==> config.mk <==
export PLATFORM = sky130hd
export DESIGN_NAME = fetch_frontend
export DESIGN_NICKNAME = d
export VERILOG_FILES = /design/src/fetch_pkg.sv /design/src/axi_rd_if.sv /design/src/fetch_frontend.sv /design/src/decode_redirect.sv /design/src/inst_rom.sv /design/src/ifu.sv
export VERILOG_INCLUDE_DIRS = /design/src
export SDC_FILE = /design/constraint.sdc
export NUM_CORES = 1
export LEC_CHECK = 0
export BUFFER_PORTS_ARGS = -buffer_cell sky130_fd_sc_hd__clkbuf_2
export CORE_AREA = 2 2 99 72
export CTS_CLUSTER_DIAMETER = 30
export DETAILED_ROUTE_END_ITERATION = 7
export DIE_AREA = 0 0 101 74
export PLACE_DENSITY_LB_ADDON = 0.25
export SLEW_MARGIN = 30
export SYNTH_ARGS = -nofsm -noshare
export SYNTH_HDL_FRONTEND = slang
export SYNTH_SLANG_ARGS = --single-unit
==> constraint.sdc <==
create_clock -name clk -period 2.75 [get_ports clk]
set_input_delay 0.1375 -clock clk [delete_from_list [all_inputs] [get_ports clk]]
set_output_delay 0.1375 -clock clk [all_outputs]
set_load 0.1 [all_outputs]
==> src/fetch_settings.svh <==
`ifndef FETCH_SETTINGS_SVH
`define FETCH_SETTINGS_SVH

// pc after reset
`define FLASH_START 32'h0000_0000

// read response codes
`define OKAY 2'b00
`define SLVERR 2'b10

// rom size in 32-bit words
`define ROM_WORDS 64

`endif
==> src/program.hex <==
// one 32-bit instruction word per line, hex, word address 0 upward
// loop of straight code, forward branch, jal forward and back, backward branch
00100093
00200113
002081b3
00208863
010000ef
00400213
00500293
0100006f
00130313
ff5ff06f
00000013
00138393
0063d463
fc7346e3
00000013
00000013
00000013
00000013
00000013
00000013

==> src/fetch_pkg.sv <==
package fetch_pkg;

	// major opcodes checked by decode
	localparam logic [6:0] OP_JAL = 7'b1101111;
	localparam logic [6:0] OP_BRANCH = 7'b1100011;

	// jal layout, immediate bits scattered
	typedef struct packed {
		logic imm20;
		logic [9:0] imm10_1;
		logic imm11;
		logic [7:0] imm19_12;
		logic [4:0] rd;
		logic [6:0] opcode;
	} j_type_t;

	// conditional branch layout
	typedef struct packed {
		logic imm12;
		logic [5:0] imm10_5;
		logic [4:0] rs2;
		logic [4:0] rs1;
		logic [2:0] funct3;
		logic [3:0] imm4_1;
		logic imm11;
		logic [6:0] opcode;
	} b_type_t;

	// one word, two views
	typedef union packed {
		j_type_t j;
		b_type_t b;
	} rv_inst_u;

endpackage

==> src/axi_rd_if.sv <==
`timescale 1ns/1ps

interface axi_rd_if;
	// read address channel
	logic [31:0] araddr;
	logic arvalid;
	logic arready;

	// read data channel
	logic [31:0] rdata;
	logic [1:0] rresp;
	logic rvalid;
	logic rready;

	modport master (
		output araddr, arvalid, rready,
		input arready, rdata, rresp, rvalid
	);

	modport slave (
		input araddr, arvalid, rready,
		output arready, rdata, rresp, rvalid
	);

endinterface

==> src/fetch_frontend.sv <==
`timescale 1ns/1ps

module fetch_frontend (
	input logic clk,
	input logic rst,
	input logic [1:0] mem_delay,
	input logic out_ready,
	output logic out_valid,
	output logic [31:0] out_pc,
	output logic [31:0] out_inst
);

	logic flush;
	logic [31:0] flush_target;
	logic inst_valid;
	logic inst_ready;
	logic [31:0] inst;
	logic [31:0] pc;

	axi_rd_if rd_bus ();

	ifu ifu_i (
		.clk (clk),
		.rst (rst),
		.flush (flush),
		.flush_target (flush_target),
		.inst_ready (inst_ready),
		.mem (rd_bus.master),
		.pc (pc),
		.inst (inst),
		.inst_valid (inst_valid)
	);

	inst_rom inst_rom_i (
		.clk (clk),
		.rst (rst),
		.mem_delay (mem_delay),
		.bus (rd_bus.slave)
	);

	decode_redirect decode_redirect_i (
		.clk (clk),
		.rst (rst),
		.inst_valid (inst_valid),
		.inst (inst),
		.pc (pc),
		.out_ready (out_ready),
		.inst_ready (inst_ready),
		.out_valid (out_valid),
		.out_pc (out_pc),
		.out_inst (out_inst),
		.flush (flush),
		.flush_target (flush_target)
	);

endmodule

==> src/decode_redirect.sv <==
`timescale 1ns/1ps

module decode_redirect import fetch_pkg::*; (
	input logic clk,
	input logic rst,
	input logic inst_valid,
	input logic [31:0] inst,
	input logic [31:0] pc,
	input logic out_ready,
	output logic inst_ready,
	output logic out_valid,
	output logic [31:0] out_pc,
	output logic [31:0] out_inst,
	output logic flush,
	output logic [31:0] flush_target
);

	rv_inst_u iw;
	logic [31:0] j_imm;
	logic [31:0] b_imm;
	logic is_jal;
	logic is_bwd_branch;
	logic take;
	logic accept;
	logic [31:0] target;

	assign iw = inst;

	// same word through both layouts
	assign j_imm = {{11{iw.j.imm20}}, iw.j.imm20, iw.j.imm19_12, iw.j.imm11,
		iw.j.imm10_1, 1'b0};
	assign b_imm = {{19{iw.b.imm12}}, iw.b.imm12, iw.b.imm11, iw.b.imm10_5,
		iw.b.imm4_1, 1'b0};

	// static prediction, jal always, branches only backward
	assign is_jal = (iw.j.opcode == OP_JAL);
	assign is_bwd_branch = (iw.b.opcode == OP_BRANCH) && iw.b.imm12;
	assign take = is_jal || is_bwd_branch;
	assign target = pc + (is_jal ? j_imm : b_imm);

	// single entry, refills in the cycle it drains
	assign inst_ready = !out_valid || out_ready;
	assign accept = inst_valid && inst_ready;

	always_ff @(posedge clk) begin
		if (rst) begin
			out_valid <= 1'b0;
			flush <= 1'b0;
		end else begin
			if (inst_ready)
				out_valid <= inst_valid;
			flush <= accept && take;
		end
	end

	always_ff @(posedge clk) begin
		if (accept) begin
			out_pc <= pc;
			out_inst <= inst;
			flush_target <= target;
		end
	end

	// ifu holds inst_valid low during flush, so no back to back redirect
	a_flush_pulse: assert property (@(posedge clk) disable iff (rst)
		flush |=> !flush);

endmodule

==> src/inst_rom.sv <==
`timescale 1ns/1ps
`include "fetch_settings.svh"

module inst_rom (
	input logic clk,
	input logic rst,
	input logic [1:0] mem_delay,
	axi_rd_if.slave bus
);

	localparam int IDX_W = $clog2(`ROM_WORDS);

	logic [31:0] rom [0:`ROM_WORDS-1];
	logic busy;
	logic [1:0] wait_cnt;
	logic [31:0] addr_q;
	logic [31:0] rd_addr;
	logic [IDX_W-1:0] word_idx;
	logic in_range;

	initial begin
		$readmemh("/design/src/program.hex", rom);
	end

	// one read at a time
	assign bus.arready = !busy;

	// idle answers straight from the request, busy from the held address
	assign rd_addr = busy ? addr_q : bus.araddr;
	assign word_idx = rd_addr[IDX_W+1:2];
	assign in_range = (rd_addr[31:2] < `ROM_WORDS);

	assign bus.rvalid = busy ? (wait_cnt == 2'd0) : (bus.arvalid && mem_delay == 2'd0);
	assign bus.rdata = in_range ? rom[word_idx] : 32'd0;
	assign bus.rresp = in_range ? `OKAY : `SLVERR;

	always_ff @(posedge clk) begin
		if (rst) begin
			busy <= 1'b0;
			wait_cnt <= 2'd0;
		end else if (!busy) begin
			// zero delay reads taken at once do not occupy the rom
			if (bus.arvalid && !(bus.rvalid && bus.rready)) begin
				busy <= 1'b1;
				wait_cnt <= (mem_delay == 2'd0) ? 2'd0 : mem_delay - 2'd1;
			end
		end else if (wait_cnt != 2'd0) begin
			wait_cnt <= wait_cnt - 2'd1;
		end else if (bus.rready) begin
			busy <= 1'b0;
		end
	end

	always_ff @(posedge clk) begin
		if (!busy && bus.arvalid)
			addr_q <= bus.araddr;
	end

	// response held steady until the master takes it
	a_rvalid_hold: assert property (@(posedge clk) disable iff (rst)
		bus.rvalid && !bus.rready |=> bus.rvalid && $stable(bus.rdata));

endmodule

==> src/ifu.sv <==
`timescale 1ns/1ps
`include "fetch_settings.svh"

module ifu (
	input logic clk,
	input logic rst,
	input logic flush,
	input logic [31:0] flush_target,
	input logic inst_ready,
	axi_rd_if.master mem,
	output logic [31:0] pc,
	output logic [31:0] inst,
	output logic inst_valid
);

	localparam logic [1:0] WAIT_MMEM_READY = 2'd0;
	localparam logic [1:0] WAIT_MMEM_REQ = 2'd1;
	localparam logic [1:0] WAIT_IDU_READY = 2'd2;

	logic [1:0] state;
	logic [31:0] inst_q;
	logic flush_pending;
	logic [31:0] pending_target;
	logic fast_rsp;
	logic capture_flush;

	// data returned in the same cycle the address is taken
	assign fast_rsp = (state == WAIT_MMEM_READY) && mem.arready && mem.rvalid;

	// flush seen while a read is still outstanding
	assign capture_flush = flush &&
		((state == WAIT_MMEM_READY && mem.arready && !mem.rvalid) ||
		 (state == WAIT_MMEM_REQ));

	assign mem.araddr = pc;
	assign mem.arvalid = (state == WAIT_MMEM_READY);
	assign mem.rready = (state == WAIT_MMEM_REQ) ||
		(state == WAIT_MMEM_READY && mem.arready);

	// wrong-path words never go to decode
	assign inst_valid = ((state == WAIT_IDU_READY) || fast_rsp) && !flush && !flush_pending;
	assign inst = fast_rsp ? mem.rdata : inst_q;

	always_ff @(posedge clk) begin
		if (rst) begin
			state <= WAIT_MMEM_READY;
			pc <= `FLASH_START;
			flush_pending <= 1'b0;
		end else begin
			case (state)
				WAIT_MMEM_READY: begin
					if (!mem.arready) begin
						// address not taken yet, just retarget
						if (flush)
							pc <= flush_target;
					end else if (mem.rvalid) begin
						if (flush) begin
							pc <= flush_target;
						end else if (inst_ready) begin
							pc <= pc + 32'd4;
						end else begin
							state <= WAIT_IDU_READY;
						end
					end else begin
						if (flush)
							flush_pending <= 1'b1;
						state <= WAIT_MMEM_REQ;
					end
				end
				WAIT_MMEM_REQ: begin
					if (flush)
						flush_pending <= 1'b1;
					if (mem.rvalid)
						state <= WAIT_IDU_READY;
				end
				WAIT_IDU_READY: begin
					// a fresh flush beats the one recorded earlier
					if (flush) begin
						pc <= flush_target;
						flush_pending <= 1'b0;
						state <= WAIT_MMEM_READY;
					end else if (flush_pending) begin
						pc <= pending_target;
						flush_pending <= 1'b0;
						state <= WAIT_MMEM_READY;
					end else if (inst_ready) begin
						pc <= pc + 32'd4;
						state <= WAIT_MMEM_READY;
					end
				end
				default: state <= WAIT_MMEM_READY;
			endcase
		end
	end

	always_ff @(posedge clk) begin
		if (mem.rvalid && mem.rready)
			inst_q <= mem.rdata;
		if (capture_flush)
			pending_target <= flush_target;
	end

	// rom only gets in-range addresses on the predicted path
	a_rresp_okay: assert property (@(posedge clk) disable iff (rst)
		mem.rvalid && mem.rready |-> mem.rresp == `OKAY);

endmodule

==> results.json <==
{
  "gr-total-overflow": 0,
  "clkLatencyLatePin_ps": 350,
  "leakagePower_nw": 1.28,
  "h-tree-depth": 3,
  "port_buffers": 37,
  "final_cell_mix": "38 x dfxtp_1, 37 x clkbuf_2, 32 x conb_1, 32 x edfxtp_1, 30 x nor2_1",
  "setup.worst_path.start": "inst_rom_i.busy",
  "ant_nets": 0,
  "dr.pass1.iters": 4,
  "wl_per_cell_um": 13.3,
  "yosysTopAreaCell": "edfxtp_1",
  "crit_path_end_kind": "register",
  "synth_seq_area_share": 0.560,
  "status": "completed",
  "seqPwrFrac": 0.448,
  "min_period_ps": 2310,
  "die_area_um2": 7470,
  "syn_area_um2": 3070,
  "hp-start": "mem_delay[0]",
  "vias": 2139,
  "diodes": 0,
  "cts.repair.resized": 0,
  "rows": 25,
  "synthTopCellsByArea": "edfxtp_1 31%, dfxtp_1 25%, buf_4 7.8%",
  "p_switching_uw": 990,
  "use_met3": 0.0695,
  "synth_area_per_cell_um2": 10.5,
  "core_um2": 6570,
  "fmaxAchievable_mhz": 433,
  "worstSetupStartpointType": "register",
  "crit_fanout": 12,
  "critical_path_class": "reg2reg",
  "setup_viol": 0,
  "holdBufCountCts": 0,
  "fin_crit_sh": 0.840,
  "first_iter_violations": 115,
  "grt_pass1_vias": 1787,
  "grt_use_met2": 0.222,
  "p_clk_frac": 0.307,
  "dp_hpwl_um": 3730,
  "cts_tree": "done",
  "totalPowerFinal_mw": 2.67,
  "slew_headroom": 0.459,
  "intPower_mw": 1.68,
  "clock_skew_ps": 7.63,
  "max-clock-path-buffers": 2,
  "vdd_ir_drop_max_mv": 0.335,
  "grt_pass1_wl_um": 8940,
  "ys_types": 41,
  "drcViolationCount": 0,
  "comb_power_share": 0.245,
  "rsz0062_at_grt": "false",
  "arrival_ps": 2520,
  "ios": 70,
  "grt_max_degree": 39,
  "cts_setup_buffers": 0,
  "gp_congestion": 0.795,
  "start_util": 0.468,
  "final_layout_size_suffix_gt1_frac": 0.186,
  "r2r_start": "inst_rom_i.busy",
  "die_h_um": 74,
  "antenna_found_initial": 0,
  "fin_tns_setup_ps": 0,
  "switching_share": 0.371,
  "slew_viol_final": 0,
  "clkTransAtPathRegs_ps": 70,
  "grt_use_met1": 0.226,
  "fin_nets": 340,
  "busiest_layer": "met1",
  "synth_cells": 292,
  "synth_seq_cells": 70,
  "area_growth_pct": 11.6,
  "cts_root_buf": "clkbuf_8",
  "synth_warnings": 0,
  "grt_usage": 0.159,
  "wirelength_um": 5560,
  "hold_viol_final": 0,
  "worstMarginPinSlew_ps": 811,
  "synth_top_area_share": 0.313,
  "vias_per_cell": 5.11,
  "die_x_um": 101,
  "clkSinkCount": 70,
  "final_common_cell": "dfxtp_1",
  "cts_buffers": 9,
  "p_per_area_nw_per_um2": 777,
  "hp-class": "in2reg",
  "cap_violations": 0,
  "worstPathRequired_ps": 2960
}
-- cells by family (layout without fill, tap and decap cells) --
kind of cell	count (synthesis)	in the layout	synth area share
AOI/OAI and AO/OA	40	40	0.0802
xor gates and xnor gates	18	18	0.0513
adders and majority gates	2	2	0.00814
buffers and inverters	48	63	0.0989
DFF	70	70	0.560
muxes	5	5	0.0171
other	1	32	0.00122
and+or+nand+nor	108	108	0.183
-- path summary, 6_finish.rpt --
kind	endpoint	slack, ps	cells past startpoint
worst max register to register	ifu_i.mem.araddr[16]	440	5
worst min register to register	decode_redirect_i.flush_target[1]	440	0
worst min-delay path	inst_rom_i.wait_cnt[0]	180	4
worst max-delay path	ifu_i.mem.araddr[16]	440	5
-- per-layer routing --
layer | wire, um | vias up
met5 | 0 | -
met4 | 46 | 0
met3 | 421 | 5
met2 | 2400 | 62
met1 | 2690 | 1000
li1 | - | 1072
-- flip-flops by register name, indices dropped and copies added (netlist names) --
register,flops
inst_rom_i.wait_cnt,2
ifu_i.state,2
decode_redirect_i.out_valid,1
ifu_i.mem.araddr,32
decode_redirect_i.flush_target,32
inst_rom_i.busy,1
-- final cells by class --
cell class,instances,area (um^2)
Multi-Input combinational cell,205,1170
Tap cell,81,101
Clock buffer,10,128
Sequential cell,70,1720
Fill cell,609,3140
Timing Repair Buffer,42,223
Inverter,5,18.8
Clock inverter,6,71.3
-- cell usage after synthesis --
cell type and instances:
nand2_1 14, a311oi_1 1, o21bai_1 1, mux2_2 2, ha_1 2, or3_1 5
and2_0 1, a211oi_1 7, buf_2 3, and2_1 2, a31o_2 1, nor3_2 1
a21oi_1 16, conb_1 1, a41o_1 1, edfxtp_1 32, or3b_1 1, nor2b_1 6
nor4_1 4, o22ai_1 1, nand3_1 7, a21o_1 1, and3_1 3, nand4_1 16
o31ai_1 1, dfxtp_1 38, xnor2_1 8, buf_4 32, mux2i_1 3, clkbuf_1 8
or4_1 1, a2111o_1 1, xor2_1 10, nand2b_1 2, and4_1 3, a31oi_1 1
nor4_2 1, nor3_1 10, inv_1 5, nor2_1 31, o21ai_0 8
-- worst max-delay path, stage by stage (launching register included) --
cell and delay [ps]:
dfxtp_1 410, or3_1 510, a2111o_1 600, nor4_1 370
mux2i_1 220, nor2_1 50
-- power by group through the flow --
stage	sequential [mW]	combinational [mW]	clock (mW)
floorplan	1.43	0.395	0
global placement	1.22	0.648	0
detailed placement	1.22	0.652	0
CTS	1.19	0.653	0.839
global route	1.20	0.689	0.890
finish	1.19	0.652	0.820
-- through the flow --
stage,worst slack (ps),hold WS (ps),cells,util,instance area (um^2)
floorplan,442,375,323,-,3190
global placement,491,415,403,0.492,3230
detailed placement,462,415,403,0.492,3230
CTS,443,169,419,0.522,3430
global route,245,201,419,0.522,3430
finish,441,182,419,0.522,3430
(Power assumes the default switching activity.)
